==> config.mk <==
export PLATFORM = sky130hd
export DESIGN_NAME = api
export DESIGN_NICKNAME = d
export VERILOG_FILES = /design/src/api_pkg.sv /design/src/api_fifo.sv /design/src/api_slave.sv /design/src/api_spi_shift.sv /design/src/api_ctrl.sv /design/src/api.sv
export SDC_FILE = /design/constraint.sdc
export NUM_CORES = 2
export LEC_CHECK = 0
export BUFFER_PORTS_ARGS = -buffer_cell sky130_fd_sc_hd__buf_4
export CORE_MARGIN = 8
export CORE_UTILIZATION = 40
export DETAILED_ROUTE_END_ITERATION = 8
export MAX_ROUTING_LAYER = met4
export PLACE_DENSITY = 0.62
export SETUP_SLACK_MARGIN = 0.15
export SYNTH_ARGS = -nofsm -noshare
export SYNTH_HDL_FRONTEND = slang
export SYNTH_SLANG_ARGS = --single-unit
==> constraint.sdc <==
create_clock -name clk -period 5.65 [get_ports clk]
set_input_delay 0.565 -clock clk [delete_from_list [all_inputs] [get_ports clk]]
set_output_delay 0.565 -clock clk [all_outputs]
set_load 0.02 [all_outputs]
==> src/api_pkg.sv <==
package api_pkg;

  // --------------------------------------------------------------------------
  // sizes
  // --------------------------------------------------------------------------
  localparam int API_NUM  = 4;   // chips on the shared spi link
  localparam int ID_W     = 2;   // chip index width
  localparam int TX_DEPTH = 64;  // work words
  localparam int RX_DEPTH = 16;  // nonce records
  localparam int CNT_W    = 7;   // fifo count, must hold 64

  typedef logic [31:0] word_t;

  // nonce as stored in the rx fifo
  typedef struct packed {
    logic [ID_W-1:0] miner_id;  // chip that answered
    word_t           nonce;
  } nonce_rec_t;

  // host config, levels from slave to ctrl
  typedef struct packed {
    logic [27:0] timeout;   // gap between jobs, clk cycles
    logic [7:0]  sck_div;   // half period = sck_div+1
    logic [2:0]  ch_num;    // chips in rotation
    logic [7:0]  word_num;  // words per job
  } api_cfg_t;

  // wishbone request side
  typedef struct packed {
    logic       we;
    logic [5:0] adr;  // byte address
    word_t      dat;
  } wb_req_t;

  // --------------------------------------------------------------------------
  // register map
  // --------------------------------------------------------------------------
  localparam logic [5:0] ADR_DATA    = 6'h00;  // wr tx push, rd rx pop
  localparam logic [5:0] ADR_STATUS  = 6'h04;
  localparam logic [5:0] ADR_TIMEOUT = 6'h08;
  localparam logic [5:0] ADR_SCK     = 6'h0C;
  localparam logic [5:0] ADR_CHNUM   = 6'h10;
  localparam logic [5:0] ADR_WORDNUM = 6'h14;
  localparam logic [5:0] ADR_FLUSH   = 6'h18;
  localparam logic [5:0] ADR_MINER   = 6'h1C;  // rx head id, no pop

  localparam word_t ALL_ONES = '1;  // chip has nothing to report

endpackage

==> src/api_fifo.sv <==
`timescale 1ns/1ns

module api_fifo import api_pkg::*; #(
  parameter type T     = word_t,
  parameter int  DEPTH = 16
) (
  input  logic             clk,
  input  logic             rst,
  input  logic             flush,  // empties like a reset
  input  logic             push,
  input  T                 din,
  input  logic             pop,
  output T                 dout,   // head, combinational
  output logic             full,
  output logic             empty,
  output logic [CNT_W-1:0] count
);

  localparam int AW = $clog2(DEPTH);

  T            mem [DEPTH];  // payload storage
  logic [AW-1:0] wr_ptr;
  logic [AW-1:0] rd_ptr;
  logic          do_push;
  logic          do_pop;

  assign full    = (count == CNT_W'(DEPTH));
  assign empty   = (count == '0);
  assign do_push = push & ~full;   // push on full is lost
  assign do_pop  = pop & ~empty;   // pop on empty does nothing
  assign dout    = mem[rd_ptr];

  always_ff @(posedge clk) begin
    if (do_push) mem[wr_ptr] <= din;
  end

  // pointers and occupancy
  always_ff @(posedge clk) begin
    if (rst || flush) begin
      wr_ptr <= '0;
      rd_ptr <= '0;
      count  <= '0;
    end else begin
      if (do_push) wr_ptr <= (wr_ptr == AW'(DEPTH-1)) ? '0 : wr_ptr + 1'b1;
      if (do_pop)  rd_ptr <= (rd_ptr == AW'(DEPTH-1)) ? '0 : rd_ptr + 1'b1;
      case ({do_push, do_pop})
        2'b10:   count <= count + 1'b1;
        2'b01:   count <= count - 1'b1;
        default: count <= count;  // both or neither
      endcase
    end
  end

  // occupancy bound, over any push/pop/flush history
  a_count_max: assert property (@(posedge clk) disable iff (rst) count <= CNT_W'(DEPTH));

endmodule

==> src/api_slave.sv <==
`timescale 1ns/1ns

module api_slave import api_pkg::*; (
  input  logic             clk,
  input  logic             rst,
  // wishbone
  input  logic             cyc,
  input  logic             stb,
  input  wb_req_t          wb_req,
  output logic             ack,
  output word_t            rd_dat,
  // config to ctrl
  output api_cfg_t         cfg,
  output logic             flush,
  // tx fifo write side
  output logic             tx_push,
  output word_t            tx_din,
  input  logic             tx_full,
  input  logic [CNT_W-1:0] tx_count,
  // rx fifo read side
  output logic             rx_pop,
  input  nonce_rec_t       rx_head,
  input  logic             rx_empty,
  input  logic [CNT_W-1:0] rx_count,
  input  logic             busy
);

  logic  accept;   // new transfer this cycle
  logic  wr_acc;
  logic  rd_acc;
  logic  tx_drop;  // sticky, push hit a full fifo
  word_t rd_nxt;

  assign accept = cyc & stb & ~ack;
  assign wr_acc = accept & wb_req.we;
  assign rd_acc = accept & ~wb_req.we;

  // data port side effects happen in the accept cycle
  assign tx_push = wr_acc & (wb_req.adr == ADR_DATA) & ~tx_full;
  assign tx_din  = wb_req.dat;
  assign rx_pop  = rd_acc & (wb_req.adr == ADR_DATA) & ~rx_empty;

  // --------------------------------------------------------------------------
  // read mux
  // --------------------------------------------------------------------------
  always_comb begin
    case (wb_req.adr)
      ADR_DATA:    rd_nxt = rx_empty ? ALL_ONES : rx_head.nonce;
      ADR_STATUS:  rd_nxt = word_t'({rx_count, tx_count, tx_drop, busy});
      ADR_TIMEOUT: rd_nxt = word_t'(cfg.timeout);
      ADR_SCK:     rd_nxt = word_t'(cfg.sck_div);
      ADR_CHNUM:   rd_nxt = word_t'(cfg.ch_num);
      ADR_WORDNUM: rd_nxt = word_t'(cfg.word_num);
      ADR_MINER:   rd_nxt = word_t'(rx_head.miner_id);  // peek only
      default:     rd_nxt = '0;  // flush and holes read zero
    endcase
  end

  always_ff @(posedge clk) begin
    if (rd_acc) rd_dat <= rd_nxt;  // valid with ack
  end

  // ack, one cycle after accept
  always_ff @(posedge clk) begin
    if (rst) ack <= 1'b0;
    else     ack <= accept;
  end

  // --------------------------------------------------------------------------
  // config registers
  // --------------------------------------------------------------------------
  always_ff @(posedge clk) begin
    if (rst) begin
      cfg.timeout  <= '0;
      cfg.sck_div  <= 8'd1;
      cfg.ch_num   <= 3'd1;
      cfg.word_num <= 8'd1;
    end else if (wr_acc) begin
      case (wb_req.adr)
        ADR_TIMEOUT: cfg.timeout  <= wb_req.dat[27:0];
        ADR_SCK:     cfg.sck_div  <= wb_req.dat[7:0];
        ADR_CHNUM:   cfg.ch_num   <= wb_req.dat[2:0];
        ADR_WORDNUM: cfg.word_num <= wb_req.dat[7:0];
        default:     ;
      endcase
    end
  end

  // flush pulse and tx_drop
  always_ff @(posedge clk) begin
    if (rst) begin
      flush   <= 1'b0;
      tx_drop <= 1'b0;
    end else begin
      flush <= wr_acc & (wb_req.adr == ADR_FLUSH) & wb_req.dat[0];
      if (flush)                                          tx_drop <= 1'b0;
      else if (wr_acc && wb_req.adr == ADR_DATA && tx_full) tx_drop <= 1'b1;
    end
  end

  // master drops stb in the ack cycle, so no back to back ack
  a_ack_single: assert property (@(posedge clk) disable iff (rst) ack |=> !ack);

endmodule

==> src/api_spi_shift.sv <==
`timescale 1ns/1ns

module api_spi_shift import api_pkg::*; (
  input  logic            clk,
  input  logic            rst,
  input  logic            start,    // taken when idle or with done
  input  word_t           tx_word,
  input  logic [ID_W-1:0] ch,
  input  logic [7:0]      sck_div,
  input  logic [API_NUM-1:0] miso,
  output logic            sck,
  output logic            mosi,
  output logic            done,
  output word_t           rx_word
);

  logic            busy;
  logic [7:0]      div_cnt;  // clk cycles into current half period
  logic [4:0]      bit_cnt;  // bit on mosi
  logic [ID_W-1:0] ch_q;     // miso select for this word
  word_t           tx_sh;
  word_t           rx_sh;
  logic            tick;     // sck toggles this edge

  assign tick    = busy & (div_cnt == sck_div);
  // last high half ends, all 32 samples are in
  assign done    = tick & sck & (bit_cnt == 5'd31);
  assign rx_word = rx_sh;

  always_ff @(posedge clk) begin
    if (rst) begin
      busy    <= 1'b0;
      sck     <= 1'b0;
      mosi    <= 1'b0;
      div_cnt <= '0;
      bit_cnt <= '0;
    end else if (start && (!busy || done)) begin
      // next word follows without an extra low cycle
      busy    <= 1'b1;
      sck     <= 1'b0;
      mosi    <= tx_word[31];  // msb first, set up before first rise
      div_cnt <= '0;
      bit_cnt <= '0;
    end else if (done) begin
      busy <= 1'b0;
      sck  <= 1'b0;
    end else if (tick) begin
      div_cnt <= '0;
      sck     <= ~sck;
      if (sck) begin  // falling, next bit out
        bit_cnt <= bit_cnt + 1'b1;
        mosi    <= tx_sh[31];
      end
    end else if (busy) begin
      div_cnt <= div_cnt + 1'b1;
    end
  end

  // shift registers, no reset
  always_ff @(posedge clk) begin
    if (start && (!busy || done)) begin
      tx_sh <= {tx_word[30:0], 1'b0};
      ch_q  <= ch;
    end else if (tick) begin
      if (!sck) rx_sh <= {rx_sh[30:0], miso[ch_q]};  // rising, sample
      else      tx_sh <= {tx_sh[30:0], 1'b0};
    end
  end

  a_sck_idle: assert property (@(posedge clk) disable iff (rst) !busy |-> !sck);

endmodule

==> src/api_ctrl.sv <==
`timescale 1ns/1ns

module api_ctrl import api_pkg::*; (
  input  logic               clk,
  input  logic               rst,
  input  api_cfg_t           cfg,
  input  logic               flush,
  // tx fifo
  input  logic [CNT_W-1:0]   tx_count,
  input  word_t              tx_dout,
  output logic               tx_pop,
  // rx fifo
  input  logic               rx_full,
  output logic               rx_push,
  output nonce_rec_t         rx_din,
  // chips
  output logic [API_NUM-1:0] load,
  output logic               sck,
  output logic               mosi,
  input  logic [API_NUM-1:0] miso,
  output logic               busy,
  output logic               idle
);

  typedef enum logic [1:0] {
    ST_IDLE,
    ST_FRAME,  // load up, first word next
    ST_SHIFT,
    ST_GAP     // timeout between jobs
  } state_t;

  state_t          state;
  logic [7:0]      word_cnt;  // words started in this job
  logic [ID_W-1:0] ch;
  logic [2:0]      ch_inc;
  logic [27:0]     gap_cnt;
  logic            gap_zero;
  logic            job_ok;
  logic            spi_start;
  logic            spi_done;
  logic            last_word;
  word_t           spi_rx;

  assign gap_zero  = (gap_cnt == '0);
  assign job_ok    = ({1'b0, tx_count} >= cfg.word_num) & (cfg.word_num != '0) &
                     ~rx_full & gap_zero;
  assign last_word = (word_cnt == cfg.word_num);
  assign ch_inc    = {1'b0, ch} + 3'd1;

  // start the first word from frame, the rest back to back on done
  assign spi_start = (state == ST_FRAME) |
                     ((state == ST_SHIFT) & spi_done & ~last_word);
  assign tx_pop    = spi_start;

  // all ones means no nonce for this word
  assign rx_push = (state == ST_SHIFT) & spi_done & (spi_rx != ALL_ONES) & ~rx_full;
  assign rx_din  = '{miner_id: ch, nonce: spi_rx};

  assign busy = (state != ST_IDLE);
  assign idle = (state == ST_IDLE) & ({1'b0, tx_count} < cfg.word_num) & gap_zero;

  // --------------------------------------------------------------------------
  // job fsm
  // --------------------------------------------------------------------------
  always_ff @(posedge clk) begin
    if (rst || flush) begin
      state    <= ST_IDLE;
      load     <= '0;
      word_cnt <= '0;
      gap_cnt  <= '0;
      if (rst) ch <= '0;  // flush keeps rotation
    end else begin
      case (state)
        ST_IDLE: begin
          if (job_ok) begin
            state <= ST_FRAME;
            load  <= API_NUM'(1) << ch;  // one cycle ahead of first start
          end
        end
        ST_FRAME: begin
          state    <= ST_SHIFT;
          word_cnt <= 8'd1;
        end
        ST_SHIFT: begin
          if (spi_done) begin
            if (last_word) begin
              state   <= ST_GAP;
              load    <= '0;
              gap_cnt <= cfg.timeout;
              ch      <= (ch_inc >= cfg.ch_num) ? '0 : ch_inc[ID_W-1:0];  // wrap
            end else begin
              word_cnt <= word_cnt + 1'b1;
            end
          end
        end
        ST_GAP: begin
          if (gap_zero) state <= ST_IDLE;
          else          gap_cnt <= gap_cnt - 1'b1;
        end
        default: state <= ST_IDLE;
      endcase
    end
  end

  // flush also aborts a word in flight
  api_spi_shift spi_i (
    .clk     (clk),
    .rst     (rst | flush),
    .start   (spi_start),
    .tx_word (tx_dout),
    .ch      (ch),
    .sck_div (cfg.sck_div),
    .miso    (miso),
    .sck     (sck),
    .mosi    (mosi),
    .done    (spi_done),
    .rx_word (spi_rx)
  );

  // shared sck/mosi, only one chip framed at a time
  a_load_onehot: assert property (@(posedge clk) disable iff (rst) $onehot0(load));

endmodule

==> src/api.sv <==
`timescale 1ns/1ns

module api import api_pkg::*; (
  input  logic               clk,
  input  logic               rst,
  // wishbone slave
  input  logic               cyc,
  input  logic               stb,
  input  wb_req_t            wb_req,
  output logic               ack,
  output word_t              rd_dat,
  // miner chips
  output logic [API_NUM-1:0] load,
  output logic               sck,
  output logic               mosi,
  input  logic [API_NUM-1:0] miso,
  output logic               api_idle
);

  api_cfg_t         cfg;
  logic             flush;
  logic             busy;

  // tx path, host words
  logic             tx_push;
  word_t            tx_din;
  logic             tx_pop;
  word_t            tx_dout;
  logic             tx_full;
  logic [CNT_W-1:0] tx_count;

  // rx path, nonce records
  logic             rx_push;
  nonce_rec_t       rx_din;
  logic             rx_pop;
  nonce_rec_t       rx_head;
  logic             rx_full;
  logic             rx_empty;
  logic [CNT_W-1:0] rx_count;

  // --------------------------------------------------------------------------
  // bus slave
  // --------------------------------------------------------------------------
  api_slave slave_i (
    .clk      (clk),
    .rst      (rst),
    .cyc      (cyc),
    .stb      (stb),
    .wb_req   (wb_req),
    .ack      (ack),
    .rd_dat   (rd_dat),
    .cfg      (cfg),
    .flush    (flush),
    .tx_push  (tx_push),
    .tx_din   (tx_din),
    .tx_full  (tx_full),
    .tx_count (tx_count),
    .rx_pop   (rx_pop),
    .rx_head  (rx_head),
    .rx_empty (rx_empty),
    .rx_count (rx_count),
    .busy     (busy)
  );

  // --------------------------------------------------------------------------
  // fifos
  // --------------------------------------------------------------------------
  api_fifo #(.T(word_t), .DEPTH(TX_DEPTH)) tx_fifo_i (
    .clk   (clk),
    .rst   (rst),
    .flush (flush),
    .push  (tx_push),
    .din   (tx_din),
    .pop   (tx_pop),
    .dout  (tx_dout),
    .full  (tx_full),
    .empty (),          // ctrl goes by count
    .count (tx_count)
  );

  api_fifo #(.T(nonce_rec_t), .DEPTH(RX_DEPTH)) rx_fifo_i (
    .clk   (clk),
    .rst   (rst),
    .flush (flush),
    .push  (rx_push),
    .din   (rx_din),
    .pop   (rx_pop),
    .dout  (rx_head),
    .full  (rx_full),
    .empty (rx_empty),
    .count (rx_count)
  );

  api_ctrl ctrl_i (
    .clk      (clk),
    .rst      (rst),
    .cfg      (cfg),
    .flush    (flush),
    .tx_count (tx_count),
    .tx_dout  (tx_dout),
    .tx_pop   (tx_pop),
    .rx_full  (rx_full),
    .rx_push  (rx_push),
    .rx_din   (rx_din),
    .load     (load),
    .sck      (sck),
    .mosi     (mosi),
    .miso     (miso),
    .busy     (busy),
    .idle     (api_idle)  // idle, short of a job, gap over
  );

endmodule

=== Yosys cells after proc, flatten, opt, wreduce, memory -nomap -nowiden ===
Memory sizes are Yosys's and may differ from the RTL's. A register that Yosys moved wholly into a read port is not among the register bits.
Index checks and enable logic that the tools add are counted.

* $lt $le $gt $ge: 4
* Eq/ne operators: 32
* Add/subtract/negate cells: 13
* Bitwise logic cells: 38
* Mux-type cells: 51
* Shift-type cells: 1
* Reduce and logical (&&, ||, !) cells: 42

{| class="wikitable"
|+ Operator list
! operator !! count
|-
| 32-bit case mux with 7 select lines || 1
|-
| 32-bit two-way mux || 4
|-
| 28-bit two-way mux || 3
|-
| 28-bit case mux with 2 select lines || 1
|-
| 8-bit two-way mux || 4
|-
| 32-bit != test (second input constant) || 1
|-
| 28-bit zero test || 1
|-
| 4-bit two-way mux || 7
|-
| 7-bit case mux with 2 select lines || 2
|-
| 28-bit by 1-bit subtractor with 28-bit output (second input constant) || 1
|-
| 1-bit bitwise AND || 26
|-
| 2-bit nonzero test || 13
|-
| 6-bit by 5-bit == test with 1-bit output (second input constant) || 4
|-
| 6-bit two-way mux || 4
|-
| 2-bit two-way mux || 10
|-
| 8-bit by 1-bit adder with 8-bit output (second input constant) || 2
|-
| 8-bit == test || 2
|-
| 8-bit case mux with 2 select lines || 1
|-
| 4-bit AND reduction || 4
|-
| 7-bit by 1-bit adder with 7-bit output (second input constant) || 2
|-
| 7-bit zero test || 2
|-
| 7-bit by 1-bit subtractor with 7-bit output (second input constant) || 2
|-
| 6-bit by 1-bit adder with 6-bit output (second input constant) || 2
|-
| 6-bit by 4-bit == test with 1-bit output (second input constant) || 2
|-
| other kinds (34) || 80
|}

* Memory bits (writable): 2,592
* Flip-flop bits (word level): 241
* Input port bits: 47
* Word-level logic and storage cells: 210
* Memories kept: 2
* Output and inout bits: 40

{| class="wikitable"
|+ Memories
! memory !! words !! width !! rd ports !! clocked after Yosys merged registers in !! wr ports !! line !! RTL
|-
| tx_fifo_i.mem || 64 || 32 || 1 || 1 || 1 || api_fifo.sv:21 || <nowiki>T mem [DEPTH];</nowiki>
|-
| rx_fifo_i.mem || 16 || 34 || 1 || 1 || 1 || api_fifo.sv:21 ||
|}

=== Depth between registers and ports, before layout ===
* Depth after elaboration: 10
* Mapped depth: 19
* Gate-level depth less buffers: 17

=== By module ===
From an unflattened synthesis, not the netlist that was laid out.

* Cell total of the unflattened synthesis: 5,571
* Area total of the unflattened synthesis: 111,394.3 µm²

{| class="wikitable"
|+ By module, submodules not included
! module !! sequential area each (µm²) !! cells each !! times used !! area an instance (µm²)
|-
| api_fifo at tx_fifo_i || 61,999.5 || 3,627 || 1 || 79,446.2
|-
| api_fifo at rx_fifo_i || 16,716.0 || 909 || 1 || 21,643.3
|-
| api_slave || 1,961.9 || 418 || 1 || 3,748.6
|-
| api_spi_shift || 2,272.2 || 213 || 1 || 3,390.8
|-
| api_ctrl || 900.9 || 404 || 1 || 3,165.5
|}

=== Worst setup path after synthesis ===
OpenSTA, ideal clock, no wires.

* Path kind: reg2reg
* Start point: reg ctrl_i.spi_i.div_cnt[0]
* End point: mem rx_fifo_i.mem[7][0] (netlist bit), enable pin
* Library setup time: 0.511 ns
* Arrival time: 4.939 ns
* Clock period less this slack: 5.450 ns
* Stages on the path, launching flop included: 7
* Path slack: 0.200 ns
* Data required time: 5.139 ns
* Buffers on the path: 1
* Cell sequence: dfxtp_1 > xnor2_1 > or3b_4 > nor4b_4 > nand4_1 > buf_2 > nor4_1

* Word-level cells in the longest chain between the ends: 10

{| class="wikitable"
|+ Ends and longest elaborated chain
! item !! line !! RTL
|-
| from (decl) || api_spi_shift.sv:18 || <nowiki>logic [7:0] div_cnt;</nowiki>
|-
| from (signal assigned) || api_spi_shift.sv:55 || <nowiki>div_cnt <= div_cnt + 1'b1;</nowiki>
|-
| 8-bit == test || api_spi_shift.sv:25 || <nowiki>assign tick = busy & (div_cnt == sck_div);</nowiki>
|-
| 1-bit bitwise AND || api_spi_shift.sv:25 ||
|-
| 1-bit bitwise AND (2 in a row) || api_spi_shift.sv:27 || <nowiki>assign done = tick & sck & (bit_cnt == 5'd31);</nowiki>
|-
| 1-bit bitwise AND (3 in a row) || api_ctrl.sv:56 || <nowiki>assign rx_push = (state == ST_SHIFT) & spi_done & (spi_rx != ALL_ONES) & ~rx_full;</nowiki>
|-
| 1-bit bitwise AND || api_fifo.sv:29 || <nowiki>assign do_push = push & ~full;</nowiki>
|-
| 1-bit two-way mux || api_fifo.sv:34 || <nowiki>if (do_push) mem[wr_ptr] <= din;</nowiki>
|-
| 1-bit two-way mux (not written as such) || api_fifo.sv:34 ||
|-
| to (decl) || api_fifo.sv:21 ||
|}

No other way between the ends.

=== Worst setup path after layout ===
* Start point: reg slave_i.ack
* End point: mem tx_fifo_i.mem[43][10] (netlist bit), enable pin

* Word-level cells in the longest chain between the ends: 8

{| class="wikitable"
|+ Ends and longest elaborated chain
! item !! line !! RTL
|-
| from (decl) || api_slave.sv:10 || <nowiki>output logic ack,</nowiki>
|-
| from (signal assigned) || api_slave.sv:66 || <nowiki>else ack <= accept;</nowiki>
|-
| 1-bit NOT || api_slave.sv:34 || <nowiki>assign accept = cyc & stb & ~ack;</nowiki>
|-
| 1-bit bitwise AND || api_slave.sv:34 ||
|-
| 1-bit bitwise AND || api_slave.sv:35 || <nowiki>assign wr_acc = accept & wb_req.we;</nowiki>
|-
| 1-bit bitwise AND (2 in a row) || api_slave.sv:39 || <nowiki>assign tx_push = wr_acc & (wb_req.adr == ADR_DATA) & ~tx_full;</nowiki>
|-
| 1-bit bitwise AND || api_fifo.sv:29 ||
|-
| 1-bit two-way mux || api_fifo.sv:34 ||
|-
| 1-bit two-way mux (not written as such) || api_fifo.sv:34 ||
|-
| to (decl) || api_fifo.sv:21 ||
|}

No other way between the ends.

==> reports/results.ini <==
[outcome]
outcome = finished, final reports clean

[power_and_ir_drop]
sw_frac_of_total = 0.203
power.net_switching_mw = 8.65
cellLeakagePower_nw = 38.3
power.share.clock = 0.435
fin_total_pwr_mw = 42.6
power_per_cell_area_nw_per_um2 = 339
p_comb_frac = 0.021
ir_drop_uv = 332
internal_power_mw = 34.0
pwr-share-seq = 0.544

[critical_path]
worstPathRequired_ns = 6.28
cp-endpoint = tx_fifo_i.mem[43][10]$_DFFE_PP_
critPathMaxStageDelay_ns = 1.00
cp.arrival_ns = 5.22
r2r-end = tx_fifo_i.mem[43][10]$_DFFE_PP_
cp_cell_sequence = nand3b_1 -> nor2_1 -> buf_4 -> and3_1 -> inv_1 -> nor2_1 -> nand2_1 -> nor2_4 -> buf_4
end_kind = register
crit_buf_inv = 3
rrSetupSlack_ns = 1.06
worstSetupStartpoint = slave_i.ack$_SDFF_PP0_
critical_path.slowest_cell = nor2_4
crit_family = simple AND/OR/NAND/NOR gates
rr_worst_depth = 9
worst-path-max-fanout = 25
cp-start-kind = register
path_class = register to register
path_depth = 9
r2r-start = slave_i.ack$_SDFF_PP0_

[logic_synthesis]
async_flop_share = 0
seq_area_frac_synth = 0.759
avgSynthCellArea_sq_um = 20.5
ys_ff_latch = 2843
syn-num-nets = 5470
syn-cell-area_sq_um = 111000
yosys_warnings = 0
syn_inst = 5383
synth_enable_flop_cells = 2691
synth_ff_type = edfxtp_1
synth_cell_types = 82

[clock_network]
clk_latency_ns = 0.94
clk_pin_slew_ns = 0.06
clock-sinks = 2843
cts_root_buffer = clkbuf_16
cts_htree_levels = 5
cts_setup_buffers = 0
cts_tree = built
clockBufferDepth = 4
cts_buffers = 303

[placement]
routabilityCongestion = 0.859
dp_hpwl_mm = 174
portBuffers = 86
dpl_cell_area_sq_um = 117000

[cells_and_area]
nets = 5769
area_growth_pct = 13.7
layout-drive-gt1-share = 0.254
fillers = 23000
final_area_sq_um = 126000
final_common_cell = edfxtp_1
final_cell_mix = edfxtp_1 (2691), mux4_2 (698), clkbuf_16 (311), nand2_1 (289), buf_4 (260)

[global_route]
grt_pass1_vias = 55900
grt.met3_usage = 0.0343
grt_pass1_wl_mm = 418
track_usage = 0.201
busiest_layer = met2
grt-ovfl-total = 0
grt_util_met2 = 0.312
globalRouteMet1Util = 0.279
antenna_found_initial = 19
grt_max_degree = 84

[floorplanning]
fp.coreArea_sq_um = 276000
rows = 193
die_w_um = 542
pin_count = 87
start_util = 0.401
dieArea_sq_um = 293000
die_y_um = 542

[sta]
period_share = 0.812
rsz0062_at_grt = false
tightest_slew_ns = 1.17
relSlewSlack = 0.219
fin_crit_ns = 4.59
setup_viol = 0
finalHoldViolations = 0
fin_worst_skew_ns = 0.0869
setup-tns-final_ns = 0
fmax_mhz = 218
finalMaxSlewViolations = 0
whs_ns = 0.100

[route]
post_drt_via_cell_ratio = 5.85
first_iter_violations = 7294
num_vias = 56100
drt_wl_total_mm = 293
postRouteAntennaNets = 0
wl_per_cell_um = 30.5
drt_first_pass_iters = 5
drc = 0

[min_path]
min_path_type = primary input to register

[run]
maxCapViolations = 0

==> routing by layer <==
layer	part of all wire	routed length, um
met1	0.41	120000
met2	0.48	139000
met3	0.086	25100
met4	0.028	8180
met5	0	0
==> how the worst min path moves through the flow <==
stage                                       end  slack [ns]  depth (start not counted)                       startpoint
2_1_floorplan   ctrl_i.gap_cnt[26]$_SDFFE_PP0P_        0.43                          2  ctrl_i.gap_cnt[26]$_SDFFE_PP0P_
3_3_place_gp    ctrl_i.gap_cnt[17]$_SDFFE_PP0P_        0.44                          2  ctrl_i.gap_cnt[17]$_SDFFE_PP0P_
3_5_place_dp    ctrl_i.gap_cnt[17]$_SDFFE_PP0P_        0.46                          2  ctrl_i.gap_cnt[17]$_SDFFE_PP0P_
4_1_cts            slave_i.rd_dat[28]$_DFFE_PP_        0.04                          2                       wb_req[38]
5_1_grt        rx_fifo_i.rd_ptr[1]$_SDFFE_PP0P_        0.09                          4                       wb_req[38]
6_report           slave_i.rd_dat[28]$_DFFE_PP_        0.10                          2                       wb_req[38]
==> stage by stage <==
| step | utilization | instances | setup slack (ns) |
|---|---|---|---|
| detailed placement | 0.423 | 9078 | 0.937 |
| global placement | 0.423 | 9078 | 0.966 |
| floorplan | - | 5383 | 0.200 |
| CTS | 0.456 | 9593 | 1.18 |
| finish | 0.456 | 9600 | 1.06 |
| global route | 0.456 | 9597 | 0.837 |
==> power groups by stage <==
stage,logic (mW),clock network (mW),registers [mW]
6_report,0.882,18.5,23.2
5_1_grt,0.937,19.6,23.2
4_1_cts,0.875,18.8,23.2
3_5_place_dp,0.872,0,23.7
3_3_place_gp,0.849,0,23.7
2_1_floorplan,0.345,0,23.6
==> area by class of cell <==
type	instances	area [sq um]	area share
sequential	2843	83900	0.667
multi-input combinational	2214	25600	0.204
clock inverter	132	1010	0.00806
antenna	7	17.5	0.000139
clock buffer	379	8070	0.0642
timing repair buffer	279	2290	0.0182
inverter	41	161	0.00128
tap	3705	4640	0.0369
==> cells by family (layout without fill, tap and decap cells) <==
group	count (synthesis)	after routing	synth area share
AOI/OAI and AO/OA	512	512	0.0311
other	0	7	0
and+or+nand+nor	762	762	0.0315
buffers and inverters	326	831	0.0142
muxes	846	846	0.156
adders and majority gates	40	40	0.00460
xor gates and xnor gates	54	54	0.00428
DFF	2843	2843	0.759
==> state kept, by name, summed over array words and instances (netlist names), 5 cells and up, named ones only <==
signal / flops
ctrl_i.spi_i.div_cnt: 8
rx_fifo_i.mem: 544
rx_fifo_i.count: 7
ctrl_i.spi_i.bit_cnt: 5
ctrl_i.spi_i.rx_word: 32
tx_fifo_i.mem: 2048
tx_fifo_i.count: 7
ctrl_i.word_cnt: 8
slave_i.cfg: 47
tx_fifo_i.rd_ptr: 6
ctrl_i.gap_cnt: 28
tx_fifo_i.wr_ptr: 6
ctrl_i.spi_i.tx_sh: 31
slave_i.rd_dat: 32
==> cell usage after synthesis, drive strengths merged (7+ instances only) <==
| master | instances | area share |
|---|---|---|
| edfxtp | 2691 | 0.73 |
| mux4 | 698 | 0.14 |
| nand2 | 289 | 0.0098 |
| nor2 | 231 | 0.0078 |
| dfxtp | 152 | 0.028 |
| buf | 150 | 0.0082 |
| a21oi | 148 | 0.0068 |
| mux2i | 146 | 0.013 |
| clkbuf | 135 | 0.0046 |
| o21ai | 89 | 0.0041 |
| a22oi | 61 | 0.0041 |
| nand3 | 54 | 0.0024 |
| o221ai | 41 | 0.0032 |
| ha | 39 | 0.0044 |
| inv | 38 | 0.0013 |
| a31oi | 31 | 0.0018 |
| nor3 | 28 | 0.0013 |
| xor2 | 28 | 0.0022 |
| and3 | 27 | 0.0015 |
| xnor2 | 26 | 0.0021 |
| and2 | 24 | 0.0014 |
| nand4 | 22 | 0.0012 |
| nor4 | 21 | 0.0014 |
| o32ai | 20 | 0.0021 |
| a211oi | 15 | 0.0010 |
| a21o | 14 | 0.00095 |
| nand2b | 14 | 0.00079 |
| a221oi | 13 | 0.0010 |
| nor2b | 12 | 0.00068 |
| o22ai | 11 | 0.00062 |
| or3 | 10 | 0.00057 |
| a222oi | 8 | 0.00072 |
| a311oi | 7 | 0.00055 |
| o31ai | 7 | 0.00048 |
==> repair_timing <==
action | in CTS | in global routing
endpoints found under the hold margin | 9 | 0
hold buffers | 4 | 0
gates resized for setup | 0 | 0
Note: power is estimated with default switching activity, not from simulation.
